==> src/hdl/rs_eval_pkg.sv <==
// fixed rs(255,239) sizes only (2t = 16, gf(256) with 0x11d); log of zero is coded as 255
package rs_eval_pkg;

   localparam int sym_w = 8;                     // bits per field symbol
   localparam int n_syn = 16;                    // syndromes, 2t
   localparam int n_lam = 8;                     // locator coeffs above the constant 1
   localparam logic [8:0] gf_poly = 9'h11D;      // x^8+x^4+x^3+x^2+1

   typedef logic [sym_w-1:0] sym_t;

   localparam sym_t log_zero = 8'hFF;            // power code used for zero

   typedef sym_t [1:n_syn] syn_vec_t;            // index k holds S_k
   typedef sym_t [1:n_lam] lam_vec_t;            // index j holds L_j
   typedef sym_t [1:n_syn] omega_vec_t;          // index k holds omega coeff k

   typedef struct packed {
      syn_vec_t s;                               // syndromes, power form
      lam_vec_t l;                               // locator, power form
   } coef_log_t;

   typedef struct packed {
      sym_t p1;                                  // decimal form
      sym_t p3;                                  // power form from here on
      sym_t p5;
      sym_t p7;
   } phi_t;

   typedef enum logic {cap_idle, cap_convert} cap_state_t;
   typedef enum logic [1:0] {mac_idle, mac_run, mac_drain} mac_state_t;
   typedef enum logic [1:0] {out_idle, out_convert, out_done} out_state_t;

   ////////////////////////////////////////
   // table builders, elaboration time only
   ////////////////////////////////////////

   // alpha^i by repeated multiply by x
   function automatic sym_t gf_exp_at(int unsigned i);
      logic [8:0] acc;
      acc = 9'd1;
      for (int unsigned n = 0; n < i; n++)
      begin
         acc = acc << 1;
         if (acc[8])
            acc = acc ^ gf_poly;                 // reduce back into 8 bits
      end
      return acc[7:0];
   endfunction

   // walks alpha^0..alpha^254 and keeps the matching power
   function automatic sym_t gf_log_of(sym_t v);
      logic [8:0] p;
      sym_t r;
      p = 9'd1;
      r = log_zero;                              // zero never matches
      for (int n = 0; n < 255; n++)
      begin
         if (p[7:0] == v)
            r = sym_t'(n);
         p = p << 1;
         if (p[8])
            p = p ^ gf_poly;
      end
      return r;
   endfunction

endpackage

==> src/hdl/gf_log_rom.sv <==
// one read port with one cycle of latency; the table is constant and has no reset
`timescale 1ns/1ps

module gf_log_rom import rs_eval_pkg::*;
(
   input  logic clk,
   input  sym_t addr,                            // decimal symbol
   output sym_t data                             // its power, 255 for zero
);

   sym_t rom [0:255];                            // decimal -> power table

   ////////////////////////////////////////
   // table fill
   ////////////////////////////////////////
   for (genvar i = 0; i < 256; i++)
   begin : g_fill
      assign rom[i] = gf_log_of(sym_t'(i));      // constant per entry
   end

   ////////////////////////////////////////
   // registered read
   ////////////////////////////////////////
   always_ff @(posedge clk)
   begin
      data <= rom[addr];
   end

endmodule

==> src/hdl/coef_capture.sv <==
// inputs while busy are dropped without notice; logs_valid comes 26 cycles after lam_valid
`timescale 1ns/1ps

module coef_capture import rs_eval_pkg::*;
(
   input  logic      clk,
   input  logic      reset,
   input  logic      syn_valid,                  // one-cycle pulse
   input  syn_vec_t  syn,                        // decimal syndromes
   input  logic      lam_valid,                  // one-cycle pulse, starts a run
   input  lam_vec_t  lam,                        // decimal locator
   input  logic      poly_ready,                 // end of run, frees the input side
   output logic      logs_valid,
   output coef_log_t logs,
   output syn_vec_t  syn_dec,
   output sym_t      l1_dec
);

   cap_state_t state;
   logic       busy;                             // from accepted lam_valid to poly_ready
   logic [4:0] cnt;                              // read step 0..24
   logic       accept;
   syn_vec_t   syn_q;
   lam_vec_t   lam_q;
   sym_t       rom_addr;
   sym_t       rom_data;

   assign accept  = lam_valid && !busy;
   assign syn_dec = syn_q;                       // seeds the accumulators
   assign l1_dec  = lam_q[1];                    // phi p1 stays decimal

   gf_log_rom log_rom_i (
      .clk  (clk),
      .addr (rom_addr),
      .data (rom_data)
   );

   // 16 syndromes first, then the 8 locator coeffs
   always_comb
   begin
      if (cnt < 5'd16)
         rom_addr = syn_q[cnt + 5'd1];
      else if (cnt < 5'd24)
         rom_addr = lam_q[cnt - 5'd15];
      else
         rom_addr = '0;                          // last step only collects data
   end

   ////////////////////////////////////////
   // control
   ////////////////////////////////////////
   always_ff @(posedge clk or posedge reset)
   begin
      if (reset)
      begin
         state      <= cap_idle;
         busy       <= 1'b0;
         cnt        <= '0;
         logs_valid <= 1'b0;
      end
      else
      begin
         logs_valid <= 1'b0;                     // pulse by default
         if (poly_ready)
            busy <= 1'b0;
         else if (accept)
            busy <= 1'b1;
         case (state)
            cap_idle:
            begin
               if (accept)
               begin
                  state <= cap_convert;
                  cnt   <= '0;
               end
            end
            cap_convert:
            begin
               if (cnt == 5'd24)
               begin
                  state      <= cap_idle;        // busy holds until poly_ready
                  logs_valid <= 1'b1;
               end
               else
                  cnt <= cnt + 5'd1;
            end
            default:
               state <= cap_idle;
         endcase
      end
   end

   ////////////////////////////////////////
   // payload
   ////////////////////////////////////////
   always_ff @(posedge clk)
   begin
      if (syn_valid && !busy)
         syn_q <= syn;                           // same-cycle lam_valid sees these
      if (accept)
         lam_q <= lam;
      if (state == cap_convert)
      begin
         // rom data trails the address by one step
         if (cnt >= 5'd1 && cnt <= 5'd16)
            logs.s[cnt] <= rom_data;
         else if (cnt >= 5'd17)
            logs.l[cnt - 5'd16] <= rom_data;
      end
   end

endmodule

==> src/hdl/omega_mac.sv <==
// one product per cycle, 92 in all; omega_done comes 95 cycles after logs_valid
`timescale 1ns/1ps

module omega_mac import rs_eval_pkg::*;
(
   input  logic       clk,
   input  logic       reset,
   input  logic       logs_valid,                // one-cycle pulse
   input  coef_log_t  logs,                      // power form operands
   input  syn_vec_t   syn_dec,                   // decimal seeds
   input  sym_t       l1_dec,
   output logic       omega_done,
   output omega_vec_t omega_dec,                 // accumulators, decimal
   output lam_vec_t   lam_logs,
   output sym_t       l1_out
);

   mac_state_t state;
   logic [4:0] k;                                // coefficient 2..16
   logic [3:0] j;                                // term 1..min(k-1,8)
   logic [3:0] j_last;
   logic       last_issue;
   sym_t       s_pow;
   sym_t       l_pow;
   logic [8:0] pow_sum;
   sym_t       prod;
   sym_t       alog [0:255];                     // power -> decimal

   // stage 1 registers
   logic       s1_valid;
   logic       s1_last;
   logic       s1_zero;                          // either operand was zero
   logic [4:0] s1_k;
   sym_t       s1_exp;
   // stage 2 marker
   logic       s2_last;

   for (genvar i = 0; i < 256; i++)
   begin : g_alog
      assign alog[i] = gf_exp_at(i);             // entry 255 wraps to 1, never used
   end

   assign j_last     = (k > 5'd8) ? 4'd8 : 4'(k - 5'd1);
   assign last_issue = (k == 5'd16) && (j == 4'd8);
   assign s_pow      = logs.s[k - 5'(j)];        // S_(k-j)
   assign l_pow      = logs.l[j];                // L_j
   assign pow_sum    = {1'b0, s_pow} + {1'b0, l_pow};
   assign prod       = s1_zero ? '0 : alog[s1_exp];

   ////////////////////////////////////////
   // sequencing
   ////////////////////////////////////////
   always_ff @(posedge clk or posedge reset)
   begin
      if (reset)
      begin
         state      <= mac_idle;
         k          <= 5'd2;
         j          <= 4'd1;
         s1_valid   <= 1'b0;
         s1_last    <= 1'b0;
         s2_last    <= 1'b0;
         omega_done <= 1'b0;
      end
      else
      begin
         s1_valid   <= (state == mac_run);
         s1_last    <= (state == mac_run) && last_issue;
         s2_last    <= s1_valid && s1_last;      // last xor lands here
         omega_done <= s2_last;
         case (state)
            mac_idle:
            begin
               if (logs_valid)
               begin
                  state <= mac_run;
                  k     <= 5'd2;
                  j     <= 4'd1;
               end
            end
            mac_run:
            begin
               if (last_issue)
                  state <= mac_drain;            // two products still in flight
               else if (j == j_last)
               begin
                  j <= 4'd1;
                  k <= k + 5'd1;
               end
               else
                  j <= j + 4'd1;
            end
            mac_drain:
            begin
               if (s2_last)
                  state <= mac_idle;
            end
            default:
               state <= mac_idle;
         endcase
      end
   end

   ////////////////////////////////////////
   // log add and accumulate
   ////////////////////////////////////////
   always_ff @(posedge clk)
   begin
      s1_k    <= k;
      s1_exp  <= (pow_sum >= 9'd255) ? 8'(pow_sum - 9'd255) : pow_sum[7:0]; // mod 255
      s1_zero <= (s_pow == log_zero) || (l_pow == log_zero);
      if (logs_valid && state == mac_idle)
      begin
         omega_dec <= syn_dec;                   // coeff 1 stays S1
         lam_logs  <= logs.l;
         l1_out    <= l1_dec;
      end
      else if (s1_valid)
         omega_dec[s1_k] <= omega_dec[s1_k] ^ prod;
   end

endmodule

==> src/hdl/poly_output.sv <==
// omega 1 and phi p1 stay decimal; poly_ready comes 20 cycles after omega_done
`timescale 1ns/1ps

module poly_output import rs_eval_pkg::*;
(
   input  logic       clk,
   input  logic       reset,
   input  logic       omega_done,                // one-cycle pulse
   input  omega_vec_t omega_dec,
   input  lam_vec_t   lam_logs,                  // already power form
   input  sym_t       l1_out,
   output logic       poly_ready,                // one-cycle pulse
   output omega_vec_t omega,                     // held until the next result
   output phi_t       phi
);

   out_state_t state;
   logic [4:0] cnt;                              // read step 0..18
   sym_t       rom_addr;
   sym_t       rom_data;
   omega_vec_t om_q;                             // staging, outputs move at once
   phi_t       ph_q;

   gf_log_rom log_rom_i (
      .clk  (clk),
      .addr (rom_addr),
      .data (rom_data)
   );

   always_comb
   begin
      if (cnt < 5'd15)
         rom_addr = omega_dec[cnt + 5'd2];       // omega 2..16
      else
         rom_addr = '0;
   end

   ////////////////////////////////////////
   // control and outputs
   ////////////////////////////////////////
   always_ff @(posedge clk or posedge reset)
   begin
      if (reset)
      begin
         state      <= out_idle;
         cnt        <= '0;
         poly_ready <= 1'b0;
         omega      <= '0;
         phi        <= '0;
      end
      else
      begin
         poly_ready <= 1'b0;
         case (state)
            out_idle:
            begin
               if (omega_done)
               begin
                  state <= out_convert;
                  cnt   <= '0;
               end
            end
            out_convert:
            begin
               if (cnt == 5'd18)
               begin
                  omega      <= om_q;
                  phi        <= ph_q;
                  poly_ready <= 1'b1;
                  state      <= out_done;
               end
               else
                  cnt <= cnt + 5'd1;
            end
            default:
               state <= out_idle;               // out_done, one idle cycle
         endcase
      end
   end

   ////////////////////////////////////////
   // staging
   ////////////////////////////////////////
   always_ff @(posedge clk)
   begin
      if (state == out_idle && omega_done)
      begin
         om_q[1] <= omega_dec[1];
         ph_q.p1 <= l1_out;
      end
      if (state == out_convert)
      begin
         if (cnt >= 5'd1 && cnt <= 5'd15)
            om_q[cnt + 5'd1] <= rom_data;        // one step behind the address
         // odd locator terms need no rom
         if (cnt == 5'd15)
            ph_q.p3 <= lam_logs[3];
         if (cnt == 5'd16)
            ph_q.p5 <= lam_logs[5];
         if (cnt == 5'd17)
            ph_q.p7 <= lam_logs[7];
      end
   end

endmodule

==> src/hdl/omega_phy_top.sv <==
// valid inputs while a run is in progress are lost; lam_valid to poly_ready under 200 cycles
`timescale 1ns/1ps

module omega_phy_top import rs_eval_pkg::*;
(
   input  logic       clk,
   input  logic       reset,
   input  logic       syn_valid,
   input  syn_vec_t   syn,
   input  logic       lam_valid,
   input  lam_vec_t   lam,
   output logic       poly_ready,
   output omega_vec_t omega,
   output phi_t       phi
);

   logic       logs_valid;
   coef_log_t  logs;
   syn_vec_t   syn_dec;
   sym_t       l1_dec;
   logic       omega_done;
   omega_vec_t omega_dec;
   lam_vec_t   lam_logs;
   sym_t       l1_out;

   ////////////////////////////////////////
   // input side
   ////////////////////////////////////////
   coef_capture coef_capture_i (
      .clk        (clk),
      .reset      (reset),
      .syn_valid  (syn_valid),
      .syn        (syn),
      .lam_valid  (lam_valid),
      .lam        (lam),
      .poly_ready (poly_ready),                  // frees busy
      .logs_valid (logs_valid),
      .logs       (logs),
      .syn_dec    (syn_dec),
      .l1_dec     (l1_dec)
   );

   omega_mac omega_mac_i (
      .clk        (clk),
      .reset      (reset),
      .logs_valid (logs_valid),
      .logs       (logs),
      .syn_dec    (syn_dec),
      .l1_dec     (l1_dec),
      .omega_done (omega_done),
      .omega_dec  (omega_dec),
      .lam_logs   (lam_logs),
      .l1_out     (l1_out)
   );

   ////////////////////////////////////////
   // output side
   ////////////////////////////////////////
   poly_output poly_output_i (
      .clk        (clk),
      .reset      (reset),
      .omega_done (omega_done),
      .omega_dec  (omega_dec),
      .lam_logs   (lam_logs),
      .l1_out     (l1_out),
      .poly_ready (poly_ready),
      .omega      (omega),
      .phi        (phi)
   );

endmodule

==> config.mk <==
export PLATFORM = sky130hd
export DESIGN_NAME = omega_phy_top
export DESIGN_NICKNAME = d
export VERILOG_FILES = /design/src/hdl/rs_eval_pkg.sv /design/src/hdl/gf_log_rom.sv /design/src/hdl/coef_capture.sv /design/src/hdl/omega_mac.sv /design/src/hdl/poly_output.sv /design/src/hdl/omega_phy_top.sv
export SDC_FILE = /design/constraint.sdc
export NUM_CORES = 2
export LEC_CHECK = 0
export ABC_CLOCK_PERIOD_IN_PS = 6800
export BUFFER_PORTS_ARGS = -buffer_cell sky130_fd_sc_hd__clkbuf_2
export CORE_ASPECT_RATIO = 0.5
export CORE_UTILIZATION = 55
export DETAILED_ROUTE_END_ITERATION = 16
export GPL_TIMING_DRIVEN = 0
export PLACE_DENSITY = 0.77
export SLEW_MARGIN = 15
export SYNTH_ARGS = -nofsm -noshare
export SYNTH_HDL_FRONTEND = slang
export SYNTH_HIERARCHICAL = 1
export SYNTH_SLANG_ARGS = --single-unit
==> constraint.sdc <==
create_clock -name clk -period 6.8 [get_ports clk]
set_input_delay 1.02 -clock clk [delete_from_list [all_inputs] [get_ports clk]]
set_output_delay 1.02 -clock clk [all_outputs]
set_load 0.03 [all_outputs]
## After elaboration in Yosys (flattened, before gate mapping)

Memories as Yosys holds them, arrays and structs flattened. A register that Yosys moved wholly into a read port is not among the register bits.
Index checks and enable logic that the tools add are counted.

| word-level totals | value |
|---|---|
| bits in registers | 909 |
| ROM bits | 6144 |
| input bits | 196 |
| output and inout port bits | 161 |
| logic and storage cells | 308 |
| memories kept | 3 |

Memory list:

| memory | words | width | rd ports | clocked after Yosys merged registers in | write ports | line | text |
|---|---|---|---|---|---|---|---|
| (name not given) | 256 | 8 | 1 | 1 | 0 | gf_log_rom.sv:26 | `data <= rom[addr];` |
| (name not given) | 256 | 8 | 1 | 0 | 0 | omega_mac.sv:48 | `assign prod = s1_zero ? '0 : alog[s1_exp];` |
| (name not given) | 256 | 8 | 1 | 1 | 0 | gf_log_rom.sv:26 |  |

| operators by class | value |
|---|---|
| $add $sub $neg | 11 |
| order comparisons | 24 |
| equality and inequality tests | 23 |
| multiplexer cells | 73 |
| bitwise operators | 15 |
| reductions and logical operators | 34 |

Operators with widths:

| operator | number |
|---|---|
| 128-bit two-way mux | 4 |
| 128-bit bitwise mux | 3 |
| 8-bit two-way mux | 24 |
| 8-bit binary-select mux with 5-bit select | 4 |
| 8-bit demux with 5-bit select | 3 |
| 8-bit binary-select mux with 4-bit select | 2 |
| 64-bit bitwise mux | 1 |
| 5-bit inverter with 6-bit output | 8 |
| 6-bit greater-or-equal comparator, second input constant | 6 |
| 5-bit two-way mux | 7 |
| 8-bit demux with 4-bit select | 1 |
| 5-bit case mux with 2 select lines | 3 |
| 8-bit inverter with 9-bit output | 3 |
| 5-bit equality test, second input constant | 5 |
| 6-bit by 1-bit < comparator with 1-bit output, second input constant | 4 |
| 8-bit equality test, second input constant | 2 |
| 4-bit two-way mux | 4 |
| 2-bit AND reduction | 8 |
| 5-bit by 1-bit adder with 5-bit output, second input constant | 3 |
| 1-bit logical AND | 13 |
| 6-bit by 5-bit greater-or-equal comparator with 1-bit output, second input constant | 2 |
| 2-bit inequality test, second input constant | 6 |
| 3-bit AND reduction | 4 |
| 5-bit by 1-bit greater-or-equal comparator with 1-bit output, second input constant | 2 |
| other kinds (36) | 58 |

## Logic depth before layout (Yosys ltp)

| depth | value |
|---|---|
| depth after elaboration | 9 |
| gate-level depth with buffers | 21 |

## Cells and area by module

The synthesis kept the hierarchy.

Modules (own cells, without submodules):

| module | times used | cells each | area each (sq um) | sequential area each (sq um) |
|---|---|---|---|---|
| omega_mac | 1 | 1653 | 16557.1 | 6663.9 |
| coef_capture | 1 | 689 | 13990.9 | 11731.3 |
| poly_output | 1 | 732 | 12809.8 | 8928.6 |
| gf_log_rom at coef_capture_i.log_rom_i | 1 | 530 | 3607.2 | 160.2 |
| gf_log_rom at poly_output_i.log_rom_i | 1 | 540 | 3493.4 | 160.2 |

## Least setup slack after synthesis

Ideal clock, no wire load.

| timing path | value |
|---|---|
| path type | input to register |
| start point | in syn_valid |
| end point | reg coef_capture_i.syn_q (netlist bit coef_capture_i/syn_dec[0]) (enable) |
| arrival | 6.568 ns |
| data required time | 6.168 ns |
| path slack | -0.400 ns |
| stages on the path | 1 |
| path buffers | 0 |
| cells stage by stage | nor2b_1 |

| between the ends | value |
|---|---|
| cells in the longest elaborated chain, start to end | 1 |

Ends and longest elaborated chain:

| what | line | text |
|---|---|---|
| start, declared | omega_phy_top.sv:8 | `input logic syn_valid,` |
| 1-bit logical AND | coef_capture.sv:98 | `if (syn_valid && !busy)` |
| end signal, assigned | coef_capture.sv:99 | `syn_q <= syn;` |
| end, declared | coef_capture.sv:23 | `syn_vec_t syn_q;` |

Every way passes these cells.
A chain may end at the register's enable or synchronous reset.

## Final worst setup path

| timing path | value |
|---|---|
| start point | reg coef_capture_i.cnt[0] |
| end point | reg coef_capture_i.log_rom_i.data[4] |

| between the ends | value |
|---|---|
| cells in the longest elaborated chain, start to end | 8 |

Ends and longest elaborated chain:

| what | line | text |
|---|---|---|
| start, declared | coef_capture.sv:21 | `logic [4:0] cnt;` |
| start signal, assigned | coef_capture.sv:85 | `cnt <= cnt + 5'd1;` |
| 5-bit by 4-bit subtractor with 5-bit output | coef_capture.sv:44 | `rom_addr = lam_q[cnt - 5'd15];` |
| 5-bit inverter with 6-bit output (not written as such) | coef_capture.sv:44 |  |
| 8-bit binary-select mux with 4-bit select | coef_capture.sv:44 |  |
| 8-bit two-way mux (not written as such) (2 in series) | coef_capture.sv:44 |  |
| 8-bit two-way mux | coef_capture.sv:43 | `else if (cnt < 5'd24)` |
| 8-bit two-way mux (*) | coef_capture.sv:41 | `if (cnt < 5'd16)` |
| via coef_capture_i.rom_addr[1] | coef_capture.sv:25 | `sym_t rom_addr;` |
| 8-bit inverter with 9-bit output (not written as such) (*) | gf_log_rom.sv:26 |  |
| end, declared | gf_log_rom.sv:8 | `output sym_t data` |

The timed path passes the listed nets; every way through them passes the cells marked *. The select of a mux whose other input is x is not followed.

==> results_dict.tcl <==
set metrics [dict create \
    hold_buffers 0 \
    dp_hpwl_mm 157.1 \
    clock_latency_ps 720 \
    m1WireLength_mm 74.17 \
    crit_arrival_ps 7430 \
    core-area_sq_mm 0.08854 \
    setup_ws_ps -30.07 \
    max_freq_mhz 146.4 \
    num_io_pins 357 \
    syn-instance-count 4104 \
    cts.path.max_buffers 3 \
    ant_nets 0 \
    grt_pass1_vias 41616 \
    drt_pass1_iterations 9 \
    netlist_area_sq_mm 0.04926 \
    syn_nets 4384 \
    post-route-drc-count 0 \
    wl_mm 219.9 \
    clkTransAtPathRegs_ps 70 \
    grt_max_degree 89 \
    cp.buffers_inverters 9 \
    path_max_fanout 19 \
    violations "setup timing" \
    dr_wl_met2_mm 94.12 \
    clock_skew_ps 85.83 \
    syn_to_final_growth_pct 13.04 \
    p_int_uw 8588 \
    routedWlPerCell_um 37.78 \
    dr_total_vias 43633 \
    fp.dieW_um 425.2 \
    wl_met3_mm 34.61 \
    tritoncts "done" \
    h-tree-depth 3 \
    final_nets 4837 \
    std_cell_rows 77 \
    place.gp.congestion 1.083 \
    grt_remaining_overflow 0 \
    maxUsedRoutingLayer "met5" \
    peakVddDrop_uv 289.1 \
    combPwrFrac 0.009 \
    slowest_delay_ps 530 \
    fill_cells 6514 \
    die_h_um 213.6 \
    root_buffer "clkbuf_16" \
    final_layout_size_suffix_gt1_frac 0.2526 \
    grt_pass1_wl_mm 306.5 \
    powerDensity_mw_per_mm2 196.4 \
    slowest_stage "mux4_2" \
    synth.avg_cell_area_sq_um 12.00 \
    slew_violations 0 \
    min_path_type "reg -> reg" \
    setup_viol 1 \
    drt_iter0_drc 8620 \
    crit_family "buffers and inverters" \
    drv_cap 0 \
    initial_utilization 0.5563 \
    min_period_over_period 1.004 \
    viasPerCell 7.496 \
    critPathRequiredTime_ps 7400 \
    total_power_uw 10930 \
    worstMarginPinSlew_ps 1320 \
    p_switching_uw 2346 \
    p_leak_uw 0.02082 \
    switching_share 0.2146 \
    final_hold_viol_count 0 \
    crit_chain "clkinvlp_4 -> buf_4 -> ha_1 -> buf_2 -> clkbuf_4 -> clkbuf_1 -> nand2_1 -> a21oi_1 -> o311a_2 -> buf_2 -> clkinvlp_4 -> ha_1 -> buf_2 -> clkinvlp_4 -> a21boi_1 -> o221ai_1 -> mux4_2 -> and3_1 -> a311oi_2" \
    antenna_found_initial 15 \
    worstSetupPathType "reg -> reg" \
    grt_usage 0.4760 \
    period_needed_ps 6830 \
    cts_sinks 925 \
    die-area_sq_mm 0.09083 \
    max_slew_margin 0.1185 \
    finalSetupTns_ps -30.07 \
    critPathLaunchType "flip-flop" \
    status "finished with violations" \
    cts_made_buffers 79 \
    synth_warnings 6 \
    portBuffers 356 \
    p_seq_frac 0.550 \
    p_clk_frac 0.441 \
    end_kind "flip-flop" \
]
[layer usage]
layer / GRT usage / up-vias
li1: - / 16785
met1: 0.5836 / 21147
met2: 0.7160 / 4504
met3: 0.1911 / 1185
met4: 0.2756 / 12
met5: 0.005208 / -
[power groups by stage]
stage	Clock, uW	Sequential [uW]	Combinational, uW
floorplan	0	6140	16.7
detailed placement	0	6140	95.1
global placement	0	6140	88.3
finish	4820	6020	95.8
global route	5030	6020	103
CTS	4810	6020	95.4
[final cells by class]
class                           instances  area (sq um)  share of cell area
Sequential cell                       925         26440              0.4749
Multi-Input combinational cell       2730         20630              0.3706
Clock buffer                          103          2150             0.03861
Timing Repair Buffer                  374          2014             0.03618
Buffer                                360          1998             0.03589
Tap cell                             1185          1483             0.02663
Clock inverter                         45         576.8             0.01036
Inverter                               87         349.1            0.006270
Antenna cell                           12         30.03           0.0005393
[path summary, 6_finish.rpt]
kind                                              startpoint                                       end  slack [ps]  depth (start not counted)
min in group asynchronous                              reset           coef_capture_i/busy$_DFFE_PP0P_         550                          2
hold reg to reg                omega_mac_i/s2_last$_DFF_PP0_          omega_mac_i/omega_done$_DFF_PP0_         390                          0
setup reg to reg           coef_capture_i/cnt[0]$_DFFE_PP0P_  coef_capture_i/log_rom_i/data[4]$_DFF_P_         -30                         19
hold / removal                 omega_mac_i/s2_last$_DFF_PP0_          omega_mac_i/omega_done$_DFF_PP0_         390                          0
setup / recovery           coef_capture_i/cnt[0]$_DFFE_PP0P_  coef_capture_i/log_rom_i/data[4]$_DFF_P_         -30                         19
max in group asynchronous                              reset       poly_output_i/omega[89]$_DFFE_PP0P_        5320                          3
[placed cells by master (no fill, tap or decap), types with 27 or more instances in the layout]
cell type / n
nor2_1: 215
a311oi_1: 36
mux2i_1: 62
a22o_1: 54
buf_6: 27
a221oi_1: 39
nand2_1: 313
nor2b_1: 62
clkbuf_1: 135
buf_2: 135
mux4_2: 125
and2_1: 34
o21ai_0: 197
nand3_1: 132
edfxtp_1: 696
mux2_2: 180
nand2b_1: 92
clkbuf_2: 362
ha_1: 82
a21oi_1: 190
a211oi_1: 48
o22ai_1: 29
clkbuf_16: 81
dfxtp_1: 37
buf_4: 66
nor3_1: 91
a31oi_1: 55
inv_1: 73
dfrtp_1: 189
o21ai_1: 37
o211ai_1: 72
o311ai_0: 32
nand4_1: 50
[repair_timing]
| item | in CTS | in global routing |
|---|---|---|
| hold endpoints to repair | 0 | 0 |
| endpoints found under the setup margin | 8 | 18 |
| gates resized for setup | 6 | 14 |
| buffers inserted | 0 | 0 |
[stage by stage]
| step | worst slack (ps) | instance area, sq um | util | std cells | hold slack [ps] |
|---|---|---|---|---|---|
| CTS | 141.2 | 55540 | 0.6273 | 5808 | 384.3 |
| global route | -10.19 | 55650 | 0.6285 | 5809 | 389.8 |
| detailed placement | -522.2 | 52800 | 0.5964 | 5662 | 366.6 |
| global placement | -684.5 | 52520 | 0.5932 | 5645 | 359.1 |
| finish | -30.07 | 55680 | 0.6289 | 5821 | 386.1 |
| floorplan | 1233 | 49260 | - | 4104 | 345.6 |
[flip-flops by register name (all words and copies together), names as in the netlist, 4 cells and up]
name                           flops
coef_capture_i/logs              192
coef_capture_i/syn_dec           128
omega_mac_i/omega_dec            128
poly_output_i/om_q               128
poly_output_i/omega              128
coef_capture_i/lam_q              56
poly_output_i/ph_q                32
poly_output_i/phi                 32
omega_mac_i/lam_logs              24
coef_capture_i/l1_dec              8
coef_capture_i/log_rom_i/data      8
omega_mac_i/l1_out                 8
omega_mac_i/s1_exp                 8
poly_output_i/log_rom_i/data       8
coef_capture_i/cnt                 5
omega_mac_i/k                      5
omega_mac_i/s1_k                   5
poly_output_i/cnt                  5
omega_mac_i/j                      4
Note: power is estimated with default switching activity, not from simulation.
